==> config.mk <==
export PLATFORM = sky130hd
export DESIGN_NAME = div_result_fix
export DESIGN_NICKNAME = d
export VERILOG_FILES = /design/src/logic/div_pkg.sv /design/src/logic/div_result_fix.sv
export SDC_FILE = /design/constraint.sdc
export NUM_CORES = 1
export LEC_CHECK = 0
export BUFFER_PORTS_ARGS = -buffer_cell sky130_fd_sc_hd__buf_2
export CORE_AREA = 2 2 132 134
export DETAILED_ROUTE_END_ITERATION = 12
export DIE_AREA = 0 0 134 136
export GPL_TIMING_DRIVEN = 0
export PLACE_DENSITY = 0.84
export SLEW_MARGIN = 20
export SYNTH_ARGS = -nofsm -noshare
export SYNTH_HDL_FRONTEND = slang
export SYNTH_SLANG_ARGS = --single-unit
export TNS_END_PERCENT = 10
==> constraint.sdc <==
create_clock -name vclk -period 6.5
set_clock_uncertainty 0.2 [all_clocks]
set_input_delay 0.65 -clock vclk [all_inputs]
set_output_delay 0.65 -clock vclk [all_outputs]
set_load 0.01 [all_outputs]
==> src/logic/div_pkg.sv <==
package div_pkg;

  // operand and result width
  localparam int xlen = 64;

  // one quotient bit per iteration
  localparam int div_steps = 64;

  // counts 0 .. div_steps-1
  localparam int cnt_w = 6;

  localparam int op_w = 2;

  // bit 0 set means unsigned
  // bit 1 set means the remainder is returned
  localparam logic [op_w-1:0] op_div  = 2'b00;
  localparam logic [op_w-1:0] op_divu = 2'b01;
  localparam logic [op_w-1:0] op_rem  = 2'b10;
  localparam logic [op_w-1:0] op_remu = 2'b11;

  localparam int op_unsigned_bit = 0;
  localparam int op_rem_bit      = 1;

endpackage

==> src/logic/div_result_fix.sv <==
`timescale 1ns/1ns

module div_result_fix (
  input  logic [div_pkg::xlen-1:0]  quotient_raw,
  input  logic [div_pkg::xlen:0]    remainder_raw,
  input  logic [div_pkg::xlen-1:0]  divisor_pos,
  input  logic                      dividend_sign,
  input  logic                      divisor_sign,
  input  logic                      div_zero,
  input  logic [div_pkg::op_w-1:0]  op_r,
  output logic [div_pkg::xlen-1:0]  result
);

  logic [div_pkg::xlen-1:0] rem_fixed;
  logic [div_pkg::xlen-1:0] quot_signed;
  logic [div_pkg::xlen-1:0] rem_signed;
  logic [div_pkg::xlen-1:0] quot_out;

  // last step may leave the remainder negative
  assign rem_fixed = remainder_raw[div_pkg::xlen] ?
                     remainder_raw[div_pkg::xlen-1:0] + divisor_pos :
                     remainder_raw[div_pkg::xlen-1:0];

  assign quot_signed = (dividend_sign ^ divisor_sign) ? ~quotient_raw + 1'b1 : quotient_raw;

  // truncating division, remainder follows the dividend
  assign rem_signed = dividend_sign ? ~rem_fixed + 1'b1 : rem_fixed;

  // with a zero divisor the iteration never goes negative and leaves the
  // dividend magnitude as remainder, so rem_signed is already the dividend
  assign quot_out = div_zero ? {div_pkg::xlen{1'b1}} : quot_signed;

  assign result = op_r[div_pkg::op_rem_bit] ? rem_signed : quot_out;

endmodule

==> results of run 1 <==
## worst max-delay path, stage by stage
cell and delay (ns):
buf_2 0.10, buf_2 0.20, inv_1 0.19, buf_2 0.31
clkbuf_1 0.55, clkbuf_2 0.48, buf_2 0.39, buf_1 0.46
buf_1 0.52, nor2_1 0.10, a21oi_1 0.28, nand3b_1 0.20
o41ai_1 0.49, xor2_1 0.13, a22oi_1 0.27, buf_2 0.20
## cell families after synthesis
logic type	Yosys count	synth area share (%)
buf+inv	98	4.582
compound gates	538	40.24
fa+ha+maj	66	9.001
xor+xnor	150	14.19
mux	23	2.581
simple gates	527	29.41
## timing repair
action / CTS / global route
hold endpoints to repair: 0 / 0
setup endpoints to repair: 31 / 9
gates resized for setup: 6 / 6
## where the power goes
part,total (mW),switching [mW],internal [mW]
Sequential,0,0,0
Combinational,1.19,0.749,0.443
Clock,0.0000000206,0,0.0000000206
## stage by stage
stage / cells / setup TNS [ns] / hold slack, ns / utilization (%)
after floorplan: 1402 / 0 / 1.247 / -
after global placement: 1887 / -42.58 / 1.489 / 64.23
after detailed placement: 1887 / -44.62 / 1.494 / 64.23
after CTS: 1884 / 0 / 1.496 / 64.26
after global routing: 1884 / 0 / 1.519 / 64.44
final: 1885 / 0 / 1.499 / 64.45
## path summary, 6_finish.rpt
| path | startpoint | slack (ns) | end |
|---|---|---|---|
| worst max-delay path | remainder_raw[64] | 0.10 | result[38] |
| worst min-delay path | quotient_raw[43] | 1.50 | result[43] |
## cell type report
cell class | count | area [µm²]
inverter | 28 | 105.1
tap | 225 | 281.5
timing repair buffer | 260 | 1301
fill | 1646 | 6000
antenna | 1 | 2.502
buffer | 67 | 321.6
multi-input combinational | 1304 | 8865
## placed cells by master, fill, tap and decap left out, types with 35 or more instances in the layout
cell type  Yosys  layout
buf_2         19     279
nand2_1      150     150
a21oi_1      129     129
nor2_1       122     122
o21ai_0      107     107
xnor2_1       79      79
xor2_1        71      71
ha_1          65      65
a22oi_1       62      62
nor3_1        41      41
clkbuf_1      38      35
## routing by layer
metal | up-vias | share of wire (%) | wire length (µm) | GRT usage (%)
met5 | - | 0 | 0 | 0
met4 | 0 | 3.6 | 1419 | 13.95
met3 | 102 | 12 | 4964 | 5.295
met2 | 950 | 43 | 17240 | 66.32
met1 | 5781 | 41 | 16330 | 57.22
li1 | 5876 | - | - | -
## cells in the mapped netlist, types with 12 or more instances
master / instances
nand2_1: 150
a21oi_1: 129
nor2_1: 122
o21ai_0: 107
xnor2_1: 79
xor2_1: 71
ha_1: 65
a22oi_1: 62
nor3_1: 41
clkbuf_1: 38
nand3_1: 30
nand4_1: 30
or3_1: 30
inv_1: 28
o31ai_1: 28
a21o_1: 25
buf_2: 19
o211ai_1: 17
o21ai_1: 17
a211oi_1: 16
mux2i_1: 16
nand2b_1: 16
nor4_1: 16
o21a_1: 15
nor2b_1: 12
==> results.toml, run 1 <==
[grt]
grt_pass1_wl_mm = 60.91
grt_overflow_total = 0
grt_antenna_before_repair = 0
grt_max_degree = 29
track_usage_pct = 41.41
grt_pass1_vias = 11503

[synthesis]
yosysUniqueCellTypes = 101
yosys.area.top_type = "ha_1"
ys_top_cells_by_area = "ha_1 8.8%, xnor2_1 7.5%, a21oi_1 7.0%"
syn_area_per_cell_um2 = 6.603
yosys_warnings = 0
syn_nets = 1666
syn_inst = 1402
ys_seq_area_share_pct = 0
synth_top_area_share_pct = 8.785
synth_area_um2 = 9258

[cts]
holdBufCountCts = 0
post_cts_buffers = 0

[sta]
final-hold-violation-count = 0
rsz0062_at_grt = "no"
setup_viol = 0
timing.final.ws_setup_ns = 0.1027
fin_crit_sh_pct = 98.42
drv_slew = 0
fmaxAchievable_mhz = 156.3
worst_slew_pin_slew_ns = 1.190
relSlewSlack_pct = 20.18
period_needed_ns = 6.397

[finish]
clockBufferCount = 0
nNetsFinal = 1925
area_growth_pct = 17.49
seq_area_um2 = 0
drive_gt1_share_pct = 22.00
final_cell_area_um2 = 10880
seq_cells = 0

[routing]
drtAntennaViolNets = 0
wl_per_cell_um = 21.19
drc = 0
drt_iter0_drc = 1636
detail_route.vias_per_cell = 6.742
wl_mm = 39.95
vias = 12709
first_pass_iters = 6

[critical_path]
crit_type = "primary input to output pin"
crit_path_end_kind = "output pin"
required_ns = 5.65
cp.arrival_ns = 5.55
start_kind = "primary input"
path_max_fanout = 10

[power_and_ir_drop]
vdd_drop_max_uv = 57.74
power_density_nw_per_um2 = 109.6
p_leak_nw = 4.336
p_total_mw = 1.192

[floorplanning]
ioPinCount = 262
die_w_um = 134
dieHeight_um = 136
num_rows = 48
core_um2 = 16880
initial_core_util_pct = 54.86
die_area_um2 = 18220

[place]
place_congestion = 1.084
placed_area_um2 = 10840
dp_slack_ns = -2.071
io_buffer_count = 260
dp_hpwl_mm = 33.71

[flow_run]
maxCapViolations = 0

[worst_hold_path]
whs_path_depth = 4
hp-class = "primary input to output pin"

[run_status]
status = "finished clean"
Power figures use the tool's default switching activity.
==> run 2: changes to the inputs <==
Settings changed: CAP_MARGIN from default to 20, CORE_AREA 2 2 132 134 to 2 2 179 181, DIE_AREA 0 0 134 136 to 0 0 181 183, PLACE_DENSITY 0.84 to default.
==> run 2 against run 1 <==
Compared with the run above:
- first-iteration DRC count down 33%
- maximum frequency up 1.9%
- via count fell by 1.9%
- critical endpoint is now result[62]
- largest power group unchanged
==> results.toml, run 2 (synthesized netlist as in run 1, its figures left out) <==
[place]
placed_area_um2 = 11060
io_buffer_count = 260
place_congestion = 0.9558
dp_hpwl_mm = 39.93

[routing]
drc = 0
drt_iter0_drc = 1094
first_pass_iters = 8
drtAntennaViolNets = 0
detail_route.vias_per_cell = 6.037
met1_length_mm = 20.17
top_layer_used = "met5"
wl_mm = 45.86
wl_per_cell_um = 22.21
vias = 12466
dr_wl_met2_mm = 20.59
wl_met3_mm = 3.540

[sta]
period_needed_ns = 6.278
setup_viol = 0
fmaxAchievable_mhz = 159.3
relSlewSlack_pct = 19.52
final-hold-violation-count = 0
drv_slew = 0
rsz0062_at_grt = "yes"
fin_crit_sh_pct = 96.58
finalSetupTns_ns = 0
worst_slew_pin_slew_ns = 1.188

[worst_hold_path]
min_from = "quotient_raw[45]"
min_to = "result[45]"
whs_path_depth = 4
hp-class = "primary input to output pin"

[floorplanning]
num_rows = 65
core_um2 = 31230
die_area_um2 = 33120
dieHeight_um = 183
die_w_um = 181
initial_core_util_pct = 29.64
ioPinCount = 262

[finish]
seq_area_um2 = 0
nNetsFinal = 1926
final_cell_area_um2 = 11150
area_growth_pct = 20.43
seq_cells = 0
final_cell_mix = "278 x buf_2, 150 x nand2_1, 129 x a21oi_1"
layout_commonest_cell = "buf_2"
clockBufferCount = 0
drive_gt1_share_pct = 22.23

[critical_path]
critical_path.cell_chain = "buf_2 -> ha_1 -> inv_1 -> fa_1 -> nand2b_1 -> a21oi_2 -> a21oi_1 -> a211oi_1 -> nand2_1 -> a32oi_1 -> mux2i_1 -> a32o_1 -> nand4b_1 -> nor4_1 -> mux2i_1 -> nor2_1 -> buf_2"
required_ns = 5.65
crit_path_end_kind = "output pin"
cpPeakStageDelay_ns = 0.52
crit_type = "primary input to output pin"
crit_slowest_cell = "mux2i_1"
path_max_fanout = 6
cp.arrival_ns = 5.43
start_kind = "primary input"

[flow_run]
maxCapViolations = 0

[grt]
track_usage_pct = 26.23
grt_pass1_vias = 11603
grt_antenna_before_repair = 4
grt_overflow_total = 0
grt_pass1_wl_mm = 68.17
grt_max_degree = 29

[power_and_ir_drop]
share_comb_of_total_power_pct = 100.0
p_sw_mw = 0.7726
p_clk_share_pct = 0
intPower_mw = 0.4454
swShare_pct = 63.43
p_leak_nw = 4.359
seqPwrFrac_pct = 0
power_density_nw_per_um2 = 109.2
vdd_drop_max_uv = 40.26

[run_status]
status = "finished clean"

[cts]
holdBufCountCts = 0
## run 2: worst max-delay path, delay by kind of cell
family,cells,cell delay (ns)
AOI/OAI and AO/OA,5,1.83
adders and majority gates,2,0.58
buffers and inverters,3,0.35
muxes,2,0.66
and+or+nand+nor,5,1.32
## run 2: worst max path at each step
stage | startpoint | endpoint | slack [ns] | cells after the start
after floorplan | remainder_raw[64] | result[32] | 0.22 | 18
final | remainder_raw[0] | result[62] | 0.22 | 17
after global routing | remainder_raw[0] | result[59] | -0.03 | 17
after CTS | remainder_raw[64] | result[56] | 0.02 | 18
after detailed placement | remainder_raw[64] | result[60] | -2.32 | 20
after global placement | remainder_raw[64] | result[60] | -2.27 | 20
## run 2: layout make-up
class                           instances  area [µm²]
Antenna cell                            3       7.507
Fill cell                            3467       20080
Buffer                                 68       342.8
Inverter                               28       105.1
Multi-Input combinational cell       1304        8890
Tap cell                              402       503.0
Timing Repair Buffer                  260        1301
## run 2: power by group through the flow
stage / clock network [mW] / registers, mW / logic, mW
2_1_floorplan: 0 / 0 / 0.765
3_3_place_gp: 0 / 0 / 1.17
3_5_place_dp: 0 / 0 / 1.18
4_1_cts: 0 / 0 / 1.19
5_1_grt: 0.0000000618 / 0 / 1.31
6_report: 0.0000000619 / 0 / 1.22
## run 2: stage by stage
step	instances	util (%)	total power, mW	hold WS, ns	setup slack (ns)
2_1_floorplan	1402	-	0.7649	1.247	0.2153
3_3_place_gp	2064	35.42	1.173	1.497	-2.271
3_5_place_dp	2064	35.42	1.180	1.502	-2.321
4_1_cts	2062	35.52	1.189	1.503	0.01862
5_1_grt	2065	35.70	1.314	1.528	-0.03154
6_report	2065	35.70	1.218	1.497	0.2222
## run 2: what timing repair did
action	in CTS	in global routing
endpoints found under the setup margin	31	20
resized for setup	11	12
gates cloned	0	0
setup buffers	0	0
hold endpoints to repair	0	0
## run 2: layer usage
layer  vias up  track usage [%]
met2       555            43.42
met1      5943            35.78
met4         2            8.000
met3        83            2.899
li1       5883                -
met5         -                0
