<file path="config.mk">
export PLATFORM = sky130hd
export DESIGN_NAME = div_operand_prep
export DESIGN_NICKNAME = d
export VERILOG_FILES = /design/src/logic/div_pkg.sv /design/src/logic/div_operand_prep.sv
export SDC_FILE = /design/constraint.sdc
export NUM_CORES = 1
export LEC_CHECK = 0
export BUFFER_PORTS_ARGS = -buffer_cell sky130_fd_sc_hd__buf_2
export CAP_MARGIN = 20
export CORE_MARGIN = 10
export CORE_UTILIZATION = 47
export DETAILED_ROUTE_END_ITERATION = 10
export PLACE_DENSITY = 0.77
export SKIP_CTS_REPAIR_TIMING = 1
export SLEW_MARGIN = 20
export SYNTH_ARGS = -nofsm -noshare
export SYNTH_HDL_FRONTEND = slang
export SYNTH_SLANG_ARGS = --single-unit
</file>
<file path="constraint.sdc">
create_clock -name clk -period 0.93 [get_ports clk]
set_clock_uncertainty 0.15 [all_clocks]
set_input_delay 0 -clock clk [delete_from_list [all_inputs] [get_ports clk]]
set_output_delay 0 -clock clk [all_outputs]
set_load 0.01 [all_outputs]
</file>
<file path="src/logic/div_pkg.sv">
package div_pkg;

  // operand and result width
  localparam int xlen = 64;

  // one quotient bit per iteration
  localparam int div_steps = 64;

  // counts 0 .. div_steps-1
  localparam int cnt_w = 6;

  localparam int op_w = 2;

  // bit 0 set means unsigned
  // bit 1 set means the remainder is returned
  localparam logic [op_w-1:0] op_div  = 2'b00;
  localparam logic [op_w-1:0] op_divu = 2'b01;
  localparam logic [op_w-1:0] op_rem  = 2'b10;
  localparam logic [op_w-1:0] op_remu = 2'b11;

  localparam int op_unsigned_bit = 0;
  localparam int op_rem_bit      = 1;

endpackage

</file>
<file path="src/logic/div_operand_prep.sv">
`timescale 1ns/1ns

module div_operand_prep (
  input  logic                      clk,
  input  logic                      rst_n,
  input  logic [div_pkg::xlen-1:0]  dividend,
  input  logic [div_pkg::xlen-1:0]  divisor,
  input  logic [div_pkg::op_w-1:0]  div_type,
  input  logic                      div_valid,
  output logic [div_pkg::xlen-1:0]  dividend_mag,
  output logic [div_pkg::xlen-1:0]  divisor_pos,
  output logic [div_pkg::xlen-1:0]  divisor_neg,
  output logic                      dividend_sign,
  output logic                      divisor_sign,
  output logic                      div_zero,
  output logic [div_pkg::op_w-1:0]  op_r
);

  logic                     is_signed;
  logic                     dvd_neg;
  logic                     dvs_neg;
  logic [div_pkg::xlen-1:0] dividend_2c;
  logic [div_pkg::xlen-1:0] divisor_2c;

  assign is_signed   = ~div_type[div_pkg::op_unsigned_bit];
  assign dvd_neg     = is_signed & dividend[div_pkg::xlen-1];
  assign dvs_neg     = is_signed & divisor[div_pkg::xlen-1];
  assign dividend_2c = ~dividend + 1'b1;
  assign divisor_2c  = ~divisor + 1'b1;

  // held until the next start so an idle result stays put
  always_ff @(posedge clk or negedge rst_n) begin
    if (!rst_n) begin
      dividend_mag  <= '0;
      divisor_pos   <= '0;
      divisor_neg   <= '0;
      dividend_sign <= 1'b0;
      divisor_sign  <= 1'b0;
      div_zero      <= 1'b0;
      op_r          <= '0;
    end else if (div_valid) begin
      dividend_mag  <= dvd_neg ? dividend_2c : dividend;
      // a negative divisor swaps the roles of the raw value and its negation
      divisor_pos   <= dvs_neg ? divisor_2c : divisor;
      divisor_neg   <= dvs_neg ? divisor : divisor_2c;
      dividend_sign <= dvd_neg;
      divisor_sign  <= dvs_neg;
      div_zero      <= (divisor == '0);
      op_r          <= div_type;
    end
  end

endmodule

</file>
==> results by group, run 1 <==
Synth
  • Post-synthesis compound-gate area fraction: 0.166
  • Yosys reg bits: 196
  • Synthesis Warnings: 0
  • Synth Area per Inst: 8.71 um^2
  • Synth Cell Area: 0.0107 mm^2
  • Syn Inst Count: 1229
  • Adder-Cell Fraction of Synth Area: 0.00234
  • Netlist cell types: 44
  • Register area share after synthesis: 0.458
  • Largest family of logic cells by synthesized area: simple AND/OR/NAND/NOR gates
  • XOR/XNOR Fraction of Synth Area: 0.149
  • Syn_nets: 1364
  • Synth Area in Simple Gates: 0.183
  • Mux share of post-synthesis cell area: 0.00736

Global route
  • Initial antenna violation count: 3
  • Vias in the first global route: 11763
  • Largest net degree at the start of global routing: 36
  • GRT Overall Usage: 0.261
  • Grt ovf: 0
  • Global-route wire length before repair: 61300 um

CTS
  • Worst-skew pair later-pin latency: 0.45 ns
  • CTS root buf: clkbuf_16
  • Longest Clk Path Bufs: 2
  • CTS tree: yes
  • Clk sinks: 196
  • Num CTS Buffers: 17
  • CTS clk-pin slew, worst paths: 0.09 ns
  • H-tree Lvls: 4

Run
  • Max-Cap Viols: 0

STA
  • Final setup fails: 388
  • Period utilization: 2.33
  • Final Hold Fails: 126
  • RSZ-0062 raised after global routing: true
  • Max-slew violation count: 0
  • Final min period: 2.16 ns
  • Worst slew pin tran: 0.772 ns
  • Post-route setup slack: -1.23 ns
  • Max Fclk: 462 MHz
  • Relative slew slack: 0.481
  • Final hold slack: -0.202 ns

Place
  • Number of buffers added on ports: 329
  • Post-DP HPWL: 31100 um
  • RePlAce Congestion: 0.909
  • Placement Cell Area: 0.0155 mm^2

Routing
  • Top Metal Used: met5
  • Via count: 14223
  • Routed met1 length: 19400 um
  • Met3 wire len: 5850 um
  • DR vias/cell: 6.27
  • Routed wire per std cell: 26.4 um
  • DRC Markers: 0
  • Drt first-iter violations: 1617
  • Met2 wire length: 29700 um
  • Antenna Nets Post-Route: 0
  • Drt pass-1 iters: 6
  • Final WL: 60000 um

Finish
  • Final core utilization: 0.890
  • Area grow syn2layout: 87.1%
  • Layout cells sized above 1: 0.523
  • Nets: 2103
  • Final instance area: 0.0200 mm^2

Setup path
  • Maximum fanout along the worst path: 5
  • Worst setup SP type: input port
  • Critical path type: in2reg
  • Worst path arrival time: 2.32 ns
  • Endpoint class of the critical path: flip-flop
  • Worst Path Required: 1.09 ns

Die
  • Die W: 171 um
  • Die area: 0.0292 mm^2
  • Rows: 55
  • Core area: 0.0225 mm^2
  • Initial core utilization: 0.476
  • I/O pin count: 330
  • Chip height: 171 um

Power and ir drop
  • P per Cell Area: 1360 mW/mm^2
  • Leak: 8.80 nW
  • Maximum VDD drop: 1.28 mV

Run status
  • Failing checks: negative hold slack, negative setup slack
  • Outcome: finished, violations left

Min path
  • Worst Hold Class: in2reg
==> synthesized netlist by cell type, drive strengths merged <==
cell type	n	area (um^2)
o31ai	18	135
nand3b	4	30.0
o41ai	8	70.1
nor4	24	163
ha	2	25.0
xnor2	111	972
nand2b	8	50.1
mux2	7	78.8
or4	18	154
nand4b	1	8.76
nand3	8	40.0
or3	14	87.6
a21oi	229	1150
nand2	32	120
nor2b	3	18.8
and3	5	31.3
o221a	1	11.3
and4	2	17.5
nor3	28	151
o21ai	35	186
o211ai	1	7.51
a31oi	33	206
nand4	5	31.3
and2	3	18.8
xor2	71	622
nor2	255	957
or2	4	25.0
a41oi	1	8.76
clkbuf	73	274
buf	12	58.8
or3b	1	8.76
nor4b	1	8.76
o22ai	1	6.26
inv	9	33.8
dfrtp	196	4900
nor3b	5	37.5
==> layout make-up <==
type                    count  area, um^2
fillers                   816        2480
flip-flops and latches    196        4900
clock buffers              18         429
clock inverters            14         163
diodes                      1        2.50
inverters                   9        68.8
multi-input cells         940        7420
well taps                 285         357
repair buffers            804        6680
==> state kept, by name, summed over array words and instances, names as in the netlist <==
| name | count |
|---|---|
| div_zero | 1 |
| dividend_mag | 64 |
| dividend_sign | 1 |
| divisor_pos | 64 |
| divisor_sign | 1 |
| op_r | 2 |
| divisor_neg | 63 |
==> metrics by stage <==
step	std cells	setup TNS (ns)	power, mW	setup slack [ns]
final	2267	-202.28	27.2	-1.23
after global routing	2267	-214.53	27.9	-1.30
after CTS	2066	-177.21	24.0	-1.24
after detailed placement	2034	-222.30	16.5	-1.69
after global placement	2034	-213.40	16.3	-1.63
after floorplan	1229	-165.66	13.1	-1.48
==> routing by layer <==
metal,track usage,vias to the layer above
met5,0,-
met4,0.0960,4
met3,0.0638,433
met2,0.455,1243
met1,0.305,6810
li1,-,5733
==> kinds of logic after synthesis <==
| logic type | count (synthesis) |
|---|---|
| buffers and inverters | 94 |
| adders and majority gates | 2 |
| DFF | 196 |
| muxes | 7 |
| and+or+nand+nor | 421 |
| xor gates and xnor gates | 182 |
| AOI/OAI and AO/OA | 327 |
==> worst max-delay path: stages <==
cell     delay (ns)
buf_2          0.12
or4_4          0.52
buf_4          0.16
buf_6          0.12
nor4_4         0.35
buf_6          0.20
nand3_4        0.17
buf_12         0.19
o21ai_2        0.11
xor2_1         0.22
a21oi_1        0.15
==> worst paths after layout <==
path	end	from	cells past startpoint	slack [ns]
max	divisor_neg[45]$_DFFE_PN0P_	divisor[14]	11	-1.23
max in group asynchronous	divisor_neg[37]$_DFFE_PN0P_	rst_n	3	0.21
max reg2reg	divisor_neg[28]$_DFFE_PN0P_	divisor_neg[28]$_DFFE_PN0P_	3	-0.29
min reg2reg	divisor_neg[22]$_DFFE_PN0P_	divisor_neg[22]$_DFFE_PN0P_	2	0.37
min in group asynchronous	divisor_neg[51]$_DFFE_PN0P_	rst_n	2	-0.11
min	dividend_mag[44]$_DFFE_PN0P_	div_valid	3	-0.20
==> cells in the final DEF (no fill, tap or decap), types with 10 or more instances in the layout <==
cell type	netlist	final
buf_6	1	148
nor2_1	255	233
a31oi_1	33	10
a31oi_4	0	20
nor3_1	27	18
nand2_2	0	12
xor2_1	71	68
clkbuf_16	0	21
buf_4	1	330
nor4_4	0	10
xnor2_2	0	24
nor4_1	22	11
nand2_1	32	15
dfrtp_1	196	196
or4_4	5	14
or3_1	14	10
nor2_4	0	16
a21oi_1	229	186
buf_12	0	29
xnor2_1	111	87
o21ai_2	3	28
buf_2	2	217
o31ai_4	0	17
dlygate4sd3_1	0	71
a21oi_2	0	38
==> where the power goes <==
part	internal (mW)	leakage (nW)	total, mW	switching [mW]
clock network	3.86	0.288	7.91	4.05
logic	4.35	6.32	8.83	4.48
registers	9.54	2.20	10.5	0.918
(Power assumes the default switching activity.)
==> run 2, diff against run 1 <==
--- a/config.mk
+++ b/config.mk
@@ -7,10 +7,12 @@
 export LEC_CHECK = 0
 export BUFFER_PORTS_ARGS = -buffer_cell sky130_fd_sc_hd__buf_2
 export CAP_MARGIN = 20
+export CELL_PAD_IN_SITES_DETAIL_PLACEMENT = 0
+export CELL_PAD_IN_SITES_GLOBAL_PLACEMENT = 1
 export CORE_MARGIN = 10
-export CORE_UTILIZATION = 47
+export CORE_UTILIZATION = 34
 export DETAILED_ROUTE_END_ITERATION = 10
-export PLACE_DENSITY = 0.77
+export PLACE_DENSITY = 0.82
 export SKIP_CTS_REPAIR_TIMING = 1
 export SLEW_MARGIN = 20
 export SYNTH_ARGS = -nofsm -noshare
==> results by group, run 2 (same netlist as run 1, synthesis figures left out) <==
Run status
  • Failing checks: negative hold slack, negative setup slack
  • Outcome: finished, violations left

Finish
  • Top flop regs: dividend_mag x64, divisor_pos x64, divisor_neg x63
  • Final instance area: 0.0203 mm^2
  • Nets: 2091
  • Final core utilization: 0.658
  • Most common cell after layout, fill and taps aside: buf_4
  • Most frequent cells in the layout: buf_4, nor2_1, buf_2
  • Layout Cells excl Fill: 2368
  • Layout cells sized above 1: 0.522
  • Area grow syn2layout: 89.6%

Setup path
  • CP bufs+invs: 1
  • Most used cell, CP: or4_4
  • Maximum fanout along the worst path: 4
  • Worst setup SP type: input port
  • Crit-path max cell delay: 0.60 ns
  • Worst Path Required: 1.09 ns
  • Worst path arrival time: 2.35 ns
  • Critical path type: in2reg
  • Endpoint class of the critical path: flip-flop
  • Crit-path slowest cell: or4_4
  • Crit path cell chain: buf_6, or4_4, or4_4, or4_4, o21ai_0, xor2_1, a21oi_1
  • Top delay family on crit path: simple AND/OR/NAND/NOR gates

STA
  • Final hold slack: -0.227 ns
  • Worst slew pin tran: 0.902 ns
  • Final Hold Fails: 142
  • Max-slew violation count: 0
  • RSZ-0062 raised after global routing: true
  • Max Fclk: 458 MHz
  • Final min period: 2.18 ns
  • Period utilization: 2.35
  • Post-route setup slack: -1.25 ns
  • Final setup fails: 385
  • Relative slew slack: 0.393
  • Setup TNS: -181.81 ns

Routing
  • Via count: 12338
  • Met2 wire length: 25000 um
  • Routed wire per std cell: 20.1 um
  • Final WL: 47700 um
  • Antenna Nets Post-Route: 0
  • DR vias/cell: 5.21
  • Top Metal Used: met5
  • Routed met1 length: 18200 um
  • Drt first-iter violations: 753
  • Met3 wire len: 3320 um
  • Drt pass-1 iters: 5
  • DRC Markers: 0

Power and ir drop
  • Design Power: 26.4 mW
  • P per Cell Area: 1300 mW/mm^2
  • Maximum VDD drop: 1.07 mV
  • Leak: 8.82 nW

Place
  • Number of buffers added on ports: 329
  • Placement Cell Area: 0.0158 mm^2
  • Post-DP HPWL: 32000 um
  • RePlAce Congestion: 0.890
  • Inst Count DP: 2152
  • Place WS: -1.69 ns

CTS
  • Longest Clk Path Bufs: 2
  • CTS clk-pin slew, worst paths: 0.08 ns
  • Worst-skew pair later-pin latency: 0.45 ns
  • H-tree Lvls: 4
  • CTS root buf: clkbuf_16
  • CTS tree: yes
  • Num CTS Buffers: 17
  • Clk sinks: 196

Die
  • Rows: 64
  • Core area: 0.0308 mm^2
  • Die area: 0.0390 mm^2
  • I/O pin count: 330
  • Die W: 197 um
  • Initial core utilization: 0.347
  • Chip height: 197 um

Min path
  • Worst Hold Class: in2reg

Global route
  • GRT Overall Usage: 0.201
  • Initial antenna violation count: 4
  • Vias in the first global route: 11434
  • Global-route wire length before repair: 62700 um
  • Largest net degree at the start of global routing: 41
  • Grt ovf: 0

Run
  • Max-Cap Viols: 0
-- run 2: cell type report --
cell class | instances | area, um^2
Multi-Input combinational cell | 939 | 7420
Timing Repair Buffer | 793 | 6800
Tap cell | 396 | 495
Antenna cell | 4 | 10.0
Clock buffer | 17 | 425
Fill cell | 2231 | 10500
Clock inverter | 14 | 170
Sequential cell | 196 | 4900
Inverter | 9 | 68.8
-- run 2: layer usage --
| metal | global-route usage | vias up |
|---|---|---|
| met5 | 0 | - |
| met4 | 0.0561 | 2 |
| met3 | 0.0608 | 73 |
| met2 | 0.350 | 404 |
| met1 | 0.235 | 6136 |
| li1 | - | 5723 |
-- run 2: worst register-to-register path, stage by stage, from the launching register on --
cell and delay (ns):
dfrtp_1 0.38, buf_4 0.13, mux2_2 0.25
-- run 2: final timing paths --
| kind | start | end | depth (start not counted) | slack (ns) |
|---|---|---|---|---|
| max | dividend[38] | dividend_mag[44]$_DFFE_PN0P_ | 7 | -1.25 |
| min | divisor[0] | divisor_pos[0]$_DFFE_PN0P_ | 2 | -0.23 |
| max reg2reg | dividend_mag[59]$_DFFE_PN0P_ | dividend_mag[59]$_DFFE_PN0P_ | 2 | -0.08 |
| min reg2reg | dividend_sign$_DFFE_PN0P_ | dividend_sign$_DFFE_PN0P_ | 1 | 0.37 |
| max in group asynchronous | rst_n | divisor_pos[54]$_DFFE_PN0P_ | 3 | 0.23 |
| min in group asynchronous | rst_n | dividend_mag[13]$_DFFE_PN0P_ | 2 | -0.12 |
-- run 2: power breakdown --
group          switching (mW)  internal, mW  total (mW)
registers               0.780          9.54        10.3
logic                    3.94          4.32        8.26
clock network            3.94          3.86        7.80
